`src/verilog/atop_pkg.sv`:
```
/*
 * Atomic resolver shared definitions
 * Word geometry, the OBI atop opcode encoding and the sequencer states.
 */

`default_nettype none

package atop_pkg;

  // One RISC-V word per memory access
  localparam int unsigned WordWidth = 32;
  localparam int unsigned BeWidth   = WordWidth / 8;

  // ---------------------------------------------------------------------
  // Atomic opcodes
  // ---------------------------------------------------------------------

  // Bit 5 marks an atomic, the lower bits are the RISC-V AMO funct5
  typedef enum logic [5:0] {
    ATOP_NONE = 6'h00,
    AMO_ADD   = 6'h20,
    AMO_SWAP  = 6'h21,
    AMO_LR    = 6'h22,
    AMO_SC    = 6'h23,
    AMO_XOR   = 6'h24,
    AMO_OR    = 6'h28,
    AMO_AND   = 6'h2C,
    AMO_MIN   = 6'h30,
    AMO_MAX   = 6'h34,
    AMO_MINU  = 6'h38,
    AMO_MAXU  = 6'h3C
  } atop_e;

  // ---------------------------------------------------------------------
  // Sequencer states
  // ---------------------------------------------------------------------

  typedef enum logic [1:0] {
    IDLE       = 2'b00,
    WRITE_BACK = 2'b01
  } amo_state_e;

endpackage

`default_nettype wire

```
`src/verilog/amo_alu.sv`:
```
/*
 * AMO arithmetic unit
 * Computes the write-back word of the nine read-modify-write atomics.
 */

`timescale 1ns/1ps
`default_nettype none

module amo_alu (
  input  atop_pkg::atop_e                        amo_op_i,
  input  wire logic [atop_pkg::WordWidth-1:0]    operand_a_i,
  input  wire logic [atop_pkg::WordWidth-1:0]    operand_b_i,
  output logic      [atop_pkg::WordWidth-1:0]    result_o
);

  localparam int unsigned W = atop_pkg::WordWidth;

  logic         is_signed;
  logic [W:0]   a_ext, b_ext, diff;
  logic         a_lt_b;

  // One shared subtractor serves all four compares, the extension bit picks
  // between the signed and the unsigned view
  assign is_signed = (amo_op_i == atop_pkg::AMO_MIN) || (amo_op_i == atop_pkg::AMO_MAX);
  assign a_ext     = {is_signed & operand_a_i[W-1], operand_a_i};
  assign b_ext     = {is_signed & operand_b_i[W-1], operand_b_i};
  assign diff      = a_ext - b_ext;
  assign a_lt_b    = diff[W];

  always_comb begin
    unique case (amo_op_i)
      atop_pkg::AMO_SWAP: result_o = operand_b_i;
      atop_pkg::AMO_ADD:  result_o = operand_a_i + operand_b_i;
      atop_pkg::AMO_XOR:  result_o = operand_a_i ^ operand_b_i;
      atop_pkg::AMO_AND:  result_o = operand_a_i & operand_b_i;
      atop_pkg::AMO_OR:   result_o = operand_a_i | operand_b_i;
      atop_pkg::AMO_MIN,
      atop_pkg::AMO_MINU: result_o = a_lt_b ? operand_a_i : operand_b_i;
      atop_pkg::AMO_MAX,
      atop_pkg::AMO_MAXU: result_o = a_lt_b ? operand_b_i : operand_a_i;
      default:            result_o = '0;
    endcase
  end

endmodule

`default_nettype wire

```
`src/verilog/reservation_tracker.sv`:
```
/*
 * LR/SC reservation tracker
 * Keeps one reservation (address and owner ID) and decides whether a
 * store-conditional succeeds. The decision is also registered so that it
 * lines up with the memory response of the accepted request.
 */

`timescale 1ns/1ps
`default_nettype none

module reservation_tracker #(
  parameter int unsigned AddrWidth = 16,
  parameter int unsigned IdWidth   = 4
) (
  input  wire logic                 clk_i,
  input  wire logic                 rst_ni,
  input  wire logic                 accept_i,
  input  wire logic [AddrWidth-1:0] addr_i,
  input  wire logic [IdWidth-1:0]   aid_i,
  input  wire logic                 we_i,
  input  atop_pkg::atop_e           atop_i,
  output logic                      sc_pass_o,
  output logic                      sc_q_o,
  output logic                      sc_ok_q_o
);

  logic                 resv_valid_q, resv_valid_d;
  logic [AddrWidth-1:0] resv_addr_q;
  logic [IdWidth-1:0]   resv_owner_q;
  logic                 is_lr, is_sc, is_rmw;
  logic                 same_owner, addr_hit, lr_take, ok_d;

  assign is_lr      = (atop_i == atop_pkg::AMO_LR);
  assign is_sc      = (atop_i == atop_pkg::AMO_SC);
  assign is_rmw     = atop_i[5] && !is_lr && !is_sc;
  assign same_owner = (resv_owner_q == aid_i);
  assign addr_hit   = (resv_addr_q == addr_i);

  // SC succeeds only for the owner of a live reservation on the same word
  assign sc_pass_o = is_sc && resv_valid_q && same_owner && addr_hit;

  // A held reservation is only replaced by its own owner, which avoids live-lock
  assign lr_take = accept_i && is_lr && (!resv_valid_q || same_owner);

  always_comb begin
    resv_valid_d = resv_valid_q;
    ok_d         = 1'b0;
    if (accept_i) begin
      if (lr_take) begin
        resv_valid_d = 1'b1;
        ok_d         = 1'b1;
      end
      // Another requester modifying the reserved word breaks the reservation
      if (!same_owner && addr_hit && (is_rmw || (we_i && !is_sc))) begin
        resv_valid_d = 1'b0;
      end
      // Any SC from the owner consumes the reservation
      if (is_sc && resv_valid_q && same_owner) begin
        resv_valid_d = 1'b0;
        ok_d         = addr_hit;
      end
    end
  end

  always_ff @(posedge clk_i or negedge rst_ni) begin
    if (!rst_ni) begin
      resv_valid_q <= 1'b0;
      sc_q_o       <= 1'b0;
      sc_ok_q_o    <= 1'b0;
    end else begin
      resv_valid_q <= resv_valid_d;
      sc_q_o       <= accept_i && is_sc;
      sc_ok_q_o    <= ok_d;
    end
  end

  always_ff @(posedge clk_i) begin
    if (lr_take) begin
      resv_addr_q  <= addr_i;
      resv_owner_q <= aid_i;
    end
  end

endmodule

`default_nettype wire

```
`src/verilog/amo_sequencer.sv`:
```
/*
 * AMO sequencer
 * Forwards plain, LR and SC requests to memory and splits every
 * read-modify-write atomic into a read followed by a write-back.
 */

`timescale 1ns/1ps
`default_nettype none

module amo_sequencer #(
  parameter int unsigned AddrWidth = 16,
  parameter int unsigned IdWidth   = 4
) (
  input  wire logic                              clk_i,
  input  wire logic                              rst_ni,
  input  wire logic                              sbr_req_i,
  input  wire logic [AddrWidth-1:0]              sbr_addr_i,
  input  wire logic                              sbr_we_i,
  input  wire logic [atop_pkg::BeWidth-1:0]      sbr_be_i,
  input  wire logic [atop_pkg::WordWidth-1:0]    sbr_wdata_i,
  input  wire logic [IdWidth-1:0]                sbr_aid_i,
  input  atop_pkg::atop_e                        sbr_atop_i,
  input  wire logic                              mem_gnt_i,
  input  wire logic                              mem_rvalid_i,
  input  wire logic [atop_pkg::WordWidth-1:0]    mem_rdata_i,
  input  wire logic                              buf_ready_i,
  input  wire logic                              sc_pass_i,
  input  wire logic [atop_pkg::WordWidth-1:0]    alu_result_i,
  output logic                                   sbr_gnt_o,
  output logic                                   mem_req_o,
  output logic      [AddrWidth-1:0]              mem_addr_o,
  output logic                                   mem_we_o,
  output logic      [atop_pkg::BeWidth-1:0]      mem_be_o,
  output logic      [atop_pkg::WordWidth-1:0]    mem_wdata_o,
  output logic      [IdWidth-1:0]                mem_aid_o,
  output logic                                   accept_o,
  output logic                                   drop_rsp_o,
  output atop_pkg::atop_e                        amo_op_o,
  output logic      [atop_pkg::WordWidth-1:0]    operand_a_o,
  output logic      [atop_pkg::WordWidth-1:0]    operand_b_o
);

  atop_pkg::amo_state_e state_q, state_d;

  logic                           is_sc, is_rmw, load_amo, wb_gnt_q;
  logic [AddrWidth-1:0]           addr_q;
  logic [IdWidth-1:0]             aid_q;
  atop_pkg::atop_e                amo_op_q;
  logic [atop_pkg::WordWidth-1:0] operand_a_q, operand_b_q;

  assign is_sc  = (sbr_atop_i == atop_pkg::AMO_SC);
  assign is_rmw = sbr_atop_i[5] && !is_sc && (sbr_atop_i != atop_pkg::AMO_LR);

  always_comb begin
    // Pass-through while idle, gated on room for the response
    state_d     = state_q;
    load_amo    = 1'b0;
    sbr_gnt_o   = buf_ready_i && mem_gnt_i;
    mem_req_o   = sbr_req_i && buf_ready_i;
    mem_addr_o  = sbr_addr_i;
    mem_we_o    = is_sc ? sc_pass_i : (sbr_we_i && !is_rmw);
    mem_be_o    = sbr_be_i;
    mem_wdata_o = sbr_wdata_i;
    mem_aid_o   = sbr_aid_i;
    accept_o    = sbr_req_i && buf_ready_i && mem_gnt_i;

    unique case (state_q)
      atop_pkg::IDLE: begin
        if (accept_o && is_rmw) begin
          load_amo = 1'b1;
          state_d  = atop_pkg::WRITE_BACK;
        end
      end
      atop_pkg::WRITE_BACK: begin
        // The memory port belongs to the write-back until it is granted
        sbr_gnt_o   = 1'b0;
        accept_o    = 1'b0;
        mem_req_o   = 1'b1;
        mem_addr_o  = addr_q;
        mem_we_o    = 1'b1;
        mem_be_o    = '1;
        mem_wdata_o = alu_result_i;
        mem_aid_o   = aid_q;
        if (mem_gnt_i) begin
          state_d = atop_pkg::IDLE;
        end
      end
      default: state_d = atop_pkg::IDLE;
    endcase
  end

  // Read data of the AMO is used straight from memory in its rvalid cycle
  assign operand_a_o = mem_rvalid_i ? mem_rdata_i : operand_a_q;
  assign operand_b_o = operand_b_q;
  assign amo_op_o    = amo_op_q;
  assign drop_rsp_o  = wb_gnt_q;

  always_ff @(posedge clk_i or negedge rst_ni) begin
    if (!rst_ni) begin
      state_q  <= atop_pkg::IDLE;
      wb_gnt_q <= 1'b0;
    end else begin
      state_q  <= state_d;
      // The write-back answers one cycle after its grant
      wb_gnt_q <= (state_q == atop_pkg::WRITE_BACK) && mem_gnt_i;
    end
  end

  always_ff @(posedge clk_i) begin
    if (load_amo) begin
      addr_q      <= sbr_addr_i;
      aid_q       <= sbr_aid_i;
      amo_op_q    <= sbr_atop_i;
      operand_b_q <= sbr_wdata_i;
    end
    if ((state_q == atop_pkg::WRITE_BACK) && mem_rvalid_i) begin
      operand_a_q <= mem_rdata_i;
    end
  end

endmodule

`default_nettype wire

```
`src/verilog/response_buffer.sv`:
```
/*
 * Response buffer
 * Queues the IDs of accepted requests and the memory responses, and joins
 * them in order into the subordinate response channel.
 */

`timescale 1ns/1ps
`default_nettype none

module response_buffer #(
  parameter int unsigned IdWidth = 4
) (
  input  wire logic                              clk_i,
  input  wire logic                              rst_ni,
  input  wire logic                              accept_i,
  input  wire logic [IdWidth-1:0]                aid_i,
  input  wire logic                              mem_rvalid_i,
  input  wire logic                              drop_rsp_i,
  input  wire logic [atop_pkg::WordWidth-1:0]    mem_rdata_i,
  input  wire logic                              mem_err_i,
  input  wire logic                              sc_q_i,
  input  wire logic                              sc_ok_q_i,
  input  wire logic                              sbr_rready_i,
  output logic                                   buf_ready_o,
  output logic                                   sbr_rvalid_o,
  output logic      [atop_pkg::WordWidth-1:0]    sbr_rdata_o,
  output logic                                   sbr_err_o,
  output logic                                   sbr_exokay_o,
  output logic      [IdWidth-1:0]                sbr_rid_o
);

  localparam int unsigned W          = atop_pkg::WordWidth;
  localparam int unsigned EntryWidth = W + 2;

  logic [IdWidth-1:0]    id_mem [2];
  logic                  id_wr_ptr_q, id_rd_ptr_q;
  logic [1:0]            id_cnt_q;
  logic [EntryWidth-1:0] data_mem [2];
  logic [1:0]            data_cnt_q;
  logic [EntryWidth-1:0] data_in, data_out;
  logic                  data_push, data_empty, store_push, store_pop, wr_idx, pop_rsp;

  // ---------------------------------------------------------------------
  // Data queue, fall-through
  // ---------------------------------------------------------------------

  // An SC reports 0 on success and 1 on failure instead of the read data
  assign data_in    = {mem_err_i, sc_ok_q_i,
                       sc_q_i ? {{(W-1){1'b0}}, !sc_ok_q_i} : mem_rdata_i};
  assign data_push  = mem_rvalid_i && !drop_rsp_i;
  assign data_empty = (data_cnt_q == 2'd0);
  assign data_out   = data_empty ? data_in : data_mem[0];

  assign store_pop  = pop_rsp && !data_empty;
  assign store_push = data_push && !(pop_rsp && data_empty);
  assign wr_idx     = data_cnt_q[1] | (data_cnt_q[0] & !store_pop);

  // Head always sits in slot 0, a pop shifts slot 1 down
  always_ff @(posedge clk_i) begin
    if (store_pop) begin
      data_mem[0] <= data_mem[1];
    end
    if (store_push) begin
      data_mem[wr_idx] <= data_in;
    end
  end

  // ---------------------------------------------------------------------
  // ID queue
  // ---------------------------------------------------------------------

  always_ff @(posedge clk_i) begin
    if (accept_i) begin
      id_mem[id_wr_ptr_q] <= aid_i;
    end
  end

  always_ff @(posedge clk_i or negedge rst_ni) begin
    if (!rst_ni) begin
      id_wr_ptr_q <= 1'b0;
      id_rd_ptr_q <= 1'b0;
      id_cnt_q    <= 2'd0;
      data_cnt_q  <= 2'd0;
    end else begin
      if (accept_i) begin
        id_wr_ptr_q <= !id_wr_ptr_q;
      end
      if (pop_rsp) begin
        id_rd_ptr_q <= !id_rd_ptr_q;
      end
      if (accept_i && !pop_rsp) begin
        id_cnt_q <= id_cnt_q + 2'd1;
      end else if (!accept_i && pop_rsp) begin
        id_cnt_q <= id_cnt_q - 2'd1;
      end
      if (store_push && !store_pop) begin
        data_cnt_q <= data_cnt_q + 2'd1;
      end else if (!store_push && store_pop) begin
        data_cnt_q <= data_cnt_q - 2'd1;
      end
    end
  end

  // New requests wait until no response is stuck in the queue
  assign buf_ready_o  = data_empty;

  // Read data always arrives after its ID, so both must be present
  assign sbr_rvalid_o = (id_cnt_q != 2'd0) && (!data_empty || data_push);
  assign pop_rsp      = sbr_rvalid_o && sbr_rready_i;

  assign sbr_rdata_o  = data_out[W-1:0];
  assign sbr_exokay_o = data_out[W];
  assign sbr_err_o    = data_out[W+1];
  assign sbr_rid_o    = id_mem[id_rd_ptr_q];

endmodule

`default_nettype wire

```
`src/verilog/atop_resolver.sv`:
```
/*
 * Atomic-operation resolver
 * Sits in front of an exclusively owned memory, resolves AMOs into
 * read/write-back pairs and tracks one LR/SC reservation.
 */

`timescale 1ns/1ps
`default_nettype none

module atop_resolver #(
  parameter int unsigned AddrWidth = 16,
  parameter int unsigned IdWidth   = 4
) (
  input  wire logic                              clk_i,
  input  wire logic                              rst_ni,
  // Subordinate port
  input  wire logic                              sbr_req_i,
  input  wire logic [AddrWidth-1:0]              sbr_addr_i,
  input  wire logic                              sbr_we_i,
  input  wire logic [atop_pkg::BeWidth-1:0]      sbr_be_i,
  input  wire logic [atop_pkg::WordWidth-1:0]    sbr_wdata_i,
  input  wire logic [IdWidth-1:0]                sbr_aid_i,
  input  atop_pkg::atop_e                        sbr_atop_i,
  output logic                                   sbr_gnt_o,
  output logic                                   sbr_rvalid_o,
  input  wire logic                              sbr_rready_i,
  output logic      [atop_pkg::WordWidth-1:0]    sbr_rdata_o,
  output logic                                   sbr_err_o,
  output logic                                   sbr_exokay_o,
  output logic      [IdWidth-1:0]                sbr_rid_o,
  // Memory port
  output logic                                   mem_req_o,
  output logic      [AddrWidth-1:0]              mem_addr_o,
  output logic                                   mem_we_o,
  output logic      [atop_pkg::BeWidth-1:0]      mem_be_o,
  output logic      [atop_pkg::WordWidth-1:0]    mem_wdata_o,
  output logic      [IdWidth-1:0]                mem_aid_o,
  input  wire logic                              mem_gnt_i,
  input  wire logic                              mem_rvalid_i,
  input  wire logic [atop_pkg::WordWidth-1:0]    mem_rdata_i,
  input  wire logic                              mem_err_i
);

  logic                           accept, drop_rsp, buf_ready;
  logic                           sc_pass, sc_q, sc_ok_q;
  atop_pkg::atop_e                amo_op;
  logic [atop_pkg::WordWidth-1:0] operand_a, operand_b, alu_result;

  amo_sequencer #(
    .AddrWidth (AddrWidth),
    .IdWidth   (IdWidth)
  ) u_sequencer (
    .clk_i, .rst_ni,
    .sbr_req_i, .sbr_addr_i, .sbr_we_i, .sbr_be_i, .sbr_wdata_i, .sbr_aid_i, .sbr_atop_i,
    .mem_gnt_i, .mem_rvalid_i, .mem_rdata_i,
    .buf_ready_i  (buf_ready),
    .sc_pass_i    (sc_pass),
    .alu_result_i (alu_result),
    .sbr_gnt_o,
    .mem_req_o, .mem_addr_o, .mem_we_o, .mem_be_o, .mem_wdata_o, .mem_aid_o,
    .accept_o     (accept),
    .drop_rsp_o   (drop_rsp),
    .amo_op_o     (amo_op),
    .operand_a_o  (operand_a),
    .operand_b_o  (operand_b)
  );

  amo_alu u_alu (
    .amo_op_i    (amo_op),
    .operand_a_i (operand_a),
    .operand_b_i (operand_b),
    .result_o    (alu_result)
  );

  reservation_tracker #(
    .AddrWidth (AddrWidth),
    .IdWidth   (IdWidth)
  ) u_reservation (
    .clk_i, .rst_ni,
    .accept_i  (accept),
    .addr_i    (sbr_addr_i),
    .aid_i     (sbr_aid_i),
    .we_i      (sbr_we_i),
    .atop_i    (sbr_atop_i),
    .sc_pass_o (sc_pass),
    .sc_q_o    (sc_q),
    .sc_ok_q_o (sc_ok_q)
  );

  response_buffer #(
    .IdWidth (IdWidth)
  ) u_rsp_buffer (
    .clk_i, .rst_ni,
    .accept_i    (accept),
    .aid_i       (sbr_aid_i),
    .mem_rvalid_i, .mem_rdata_i, .mem_err_i,
    .drop_rsp_i  (drop_rsp),
    .sc_q_i      (sc_q),
    .sc_ok_q_i   (sc_ok_q),
    .sbr_rready_i,
    .buf_ready_o (buf_ready),
    .sbr_rvalid_o, .sbr_rdata_o, .sbr_err_o, .sbr_exokay_o, .sbr_rid_o
  );

endmodule

`default_nettype wire

```
`config.mk`:
```
export PLATFORM = sky130hd
export DESIGN_NAME = atop_resolver
export DESIGN_NICKNAME = d
export VERILOG_FILES = /design/src/verilog/atop_pkg.sv /design/src/verilog/amo_alu.sv /design/src/verilog/reservation_tracker.sv /design/src/verilog/amo_sequencer.sv /design/src/verilog/response_buffer.sv /design/src/verilog/atop_resolver.sv
export SDC_FILE = /design/constraint.sdc
export NUM_CORES = 1
export LEC_CHECK = 0
export ABC_AREA = 1
export ABC_CLOCK_PERIOD_IN_PS = 11000
export BUFFER_PORTS_ARGS = -buffer_cell sky130_fd_sc_hd__buf_2
export CORE_MARGIN = 10
export CORE_UTILIZATION = 45
export DETAILED_ROUTE_END_ITERATION = 10
export PLACE_DENSITY = 0.65
export SLEW_MARGIN = 30
export SYNTH_ARGS = -nofsm -noshare
export SYNTH_HDL_FRONTEND = slang
export SYNTH_SLANG_ARGS = --single-unit
```
`constraint.sdc`:
```
create_clock -name clk_i -period 11 [get_ports clk_i]
set_clock_uncertainty 0.2 [all_clocks]
set_input_delay 1.1 -clock clk_i [delete_from_list [all_inputs] [get_ports clk_i]]
set_output_delay 1.1 -clock clk_i [all_outputs]
set_load 0.1 [all_outputs]
```
==> impl_metrics.yaml <==
outcome:
  status: "finished clean"
drt:
  viasPerCell: 5.36
  wl_mm: 45.8
  first_iter_violations: 1196
  firstDrtPassIters: 6
  drtAntennaViolNets: 0
  via_count: 13000
  wl_per_cell_um: 18.9
  drc_errors: 0
die:
  dieHeight_um: 196
  fp.dieW_um: 196
  core_um2: 30600
  rows: 64
  ios: 200
  initial_utilization_pct: 45.7
  die-area_um2: 38500
cells_and_area:
  drive_gt1_share_pct: 13.4
  area_growth_pct: 14.2
  final_cells: 2427
  nets: 2213
cts:
  clock_latency_ns: 0.46
  cts_buffers: 17
  cts_sinks: 197
  post_cts_resized: 0
  hold_buffers: 0
  cts_tree: "yes"
  postCtsSetupRepairBufs: 0
  h-tree-depth: 4
  clock_path_buffers: 2
  cts.clk_slew.worst_paths_ns: 0.08
  root_buffer: "clkbuf_16"
worst_setup_path:
  critPathMaxFanout: 66
  worstPathCellList: "buf_2 -> buf_4 -> o21ai_0 -> ha_1 -> inv_1 -> a21o_1 -> nor2_1 -> nand2_1 -> nand2_1 -> nand2_1 -> nand2_1 -> nand3_1 -> nand2_2 -> buf_4 -> nand2_1 -> nand3_1 -> nand2_1 -> o21ai_0 -> nand2_1 -> buf_2"
  worstPathArrival_ns: 5.49
  critPathRequiredTime_ns: 9.70
  cpMaxStageDelayCell: "ha_1"
  critical_path_class: "in -> out"
  critical-path-max-stage-delay_ns: 0.58
  worstSetupStartpointType: "input pin"
  critPathCaptureType: "primary output"
  cp_common_cell: "nand2_1"
global_routing:
  overflow: 0
  grt_pass1_wl_mm: 72.2
  grt_pass1_vias: 13000
  grt_max_degree: 67
  grt_use_total_pct: 23.4
  antenna_found_initial: 7
timing:
  worstMarginPinSlew_ns: 1.01
  min_period_ns: 6.79
  finalSetupTns_ns: 0
  setup_ws_ns: 4.21
  setup_viol: 0
  period_share_pct: 61.7
  slew_headroom_pct: 31.9
  max_clock_freq_ghz: 0.147
  drv_slew: 0
  hold_violations: 0
  rsz0062_at_grt: "no"
yosys:
  synth-edff-count: 186
  synth_area_um2: 14000
  syn_inst: 1851
  ys_seq_area_share_pct: 42.0
  ys_async_sr_fraction_pct: 5.58
  synth_nets: 2052
  synth_ff_type: "edfxtp_1"
  avgSynthCellArea_um2: 7.54
  synth.distinct_cells: 46
  yosysWarnings: 0
  synth-seq-cells: 197
flow_run:
  maxCapViolCount: 0
power_and_ir_drop:
  power.leakage_nw: 7.58
  ir_drop_uv: 437
  p_per_area_nw_per_um2: 249
hold_path:
  min_path_type: "reg -> reg"
placed_design:
  dp.final_hpwl_mm: 33.4
  place_congestion: 0.950
  post-place-ws_ns: 4.30
  place_inst: 2388
  numPortBuffers: 199
==> worst max-delay path, delay by kind of cell <==
family | cells | cell delay (ns)
adder cells (fa/ha/maj) | 1 | 0.58
AND/OR/NAND/NOR | 11 | 1.12
AO/OA/AOI/OAI | 3 | 1.06
buffers and inverters | 5 | 1.58
==> synth_stat cells, drive strengths merged, types with 7 or more instances <==
cell / number / area [µm²]
edfxtp: 186 / 5590
clkbuf: 48 / 184
dfrtp: 11 / 275
nand4: 11 / 68.8
o21ai: 89 / 449
nand3: 124 / 621
o211ai: 7 / 52.6
nand2: 685 / 2580
xor2: 7 / 61.3
nand3b: 23 / 173
or2: 8 / 50.1
a21oi: 77 / 389
nor3: 14 / 70.1
o22ai: 34 / 213
inv: 223 / 837
nor2: 112 / 423
ha: 98 / 1230
buf: 26 / 141
xnor2: 19 / 166
a221oi: 19 / 166
==> state kept, by name (all words and copies together) (netlist names), 2 cells and up <==
| register | cells |
|---|---|
| u_sequencer.amo_op_o | 6 |
| u_sequencer.addr_q | 16 |
| u_sequencer.operand_a_q | 32 |
| u_sequencer.aid_q | 4 |
| u_reservation.resv_addr_q | 16 |
| u_rsp_buffer.data_cnt_q | 2 |
| u_rsp_buffer.data_mem | 68 |
| u_rsp_buffer.id_mem | 8 |
| u_sequencer.operand_b_o | 32 |
| u_rsp_buffer.id_cnt_q | 2 |
| u_reservation.resv_owner_q | 4 |
==> path summary, 6_finish.rpt <==
check / startpoint / end / slack (ns) / cells past startpoint
worst max register to register: u_sequencer.state_q[0] / u_sequencer.operand_b_o[9] / 7.37 / 7
worst min-delay path: u_reservation.sc_ok_q_o / u_rsp_buffer.data_mem[1][32] / 0.26 / 0
max in group asynchronous: rst_ni / u_sequencer.state_q[0] / 10.09 / 1
worst min register to register: u_reservation.sc_ok_q_o / u_rsp_buffer.data_mem[1][32] / 0.26 / 0
worst max-delay path: mem_rvalid_i / mem_wdata_o[31] / 4.21 / 20
min in group asynchronous: rst_ni / u_rsp_buffer.id_cnt_q[0] / 0.29 / 1
==> cell type report <==
class,instances,area (µm²)
diodes,6,15.0
repair buffers,216,1140
flip-flops and latches,197,5860
fillers,3030,14600
multi-input cells,1356,6970
clock inverters,15,206
clock buffers,17,425
inverters,224,841
well taps,396,495
==> routing by layer <==
metal	routed length (µm)	global-route usage (%)
met2	21700	38.5
met3	3200	5.15
met5	12	0
met1	19800	30.1
met4	1010	7.21
==> cells by family (layout without fill, tap and decap cells) <==
family | Yosys count | in the layout | share of synthesized area [%]
and+or+nand+nor | 985 | 985 | 28.9
buffers and inverters | 298 | 472 | 8.35
AOI/OAI and AO/OA | 246 | 246 | 10.2
DFF | 197 | 197 | 42.0
adders and majority gates | 99 | 99 | 8.92
xor gates and xnor gates | 26 | 26 | 1.63
other | 0 | 6 | 0
==> cell usage in the layout, fill, tap and decap left out, types with 23 or more instances in the layout <==
master	netlist	final
nand3b_1	23	23
nand2_1	682	681
ha_1	98	98
buf_2	17	199
nor2_1	111	107
o21ai_0	85	83
inv_1	221	221
nand3_1	124	124
o22ai_1	34	34
a21oi_1	76	76
edfxtp_1	186	186
==> power breakdown <==
group | leakage [nW] | switching (W) | internal, W
combinational | 5.43 | 0.00188 | 0.000337
clock | 0.303 | 0.000341 | 0.000332
sequential | 1.85 | 0.0000582 | 0.00101
==> per-stage QoR <==
stage | power, W | hold WS, ns | utilization [%] | area [µm²]
2_1_floorplan | 0.00288 | 0.225 | - | 14000
3_3_place_gp | 0.00330 | 0.237 | 50.0 | 15300
3_5_place_dp | 0.00332 | 0.235 | 50.0 | 15300
4_1_cts | 0.00399 | 0.260 | 52.0 | 15900
5_1_grt | 0.00415 | 0.291 | 52.1 | 15900
6_report | 0.00397 | 0.264 | 52.2 | 16000
Power figures use the tool's default switching activity.
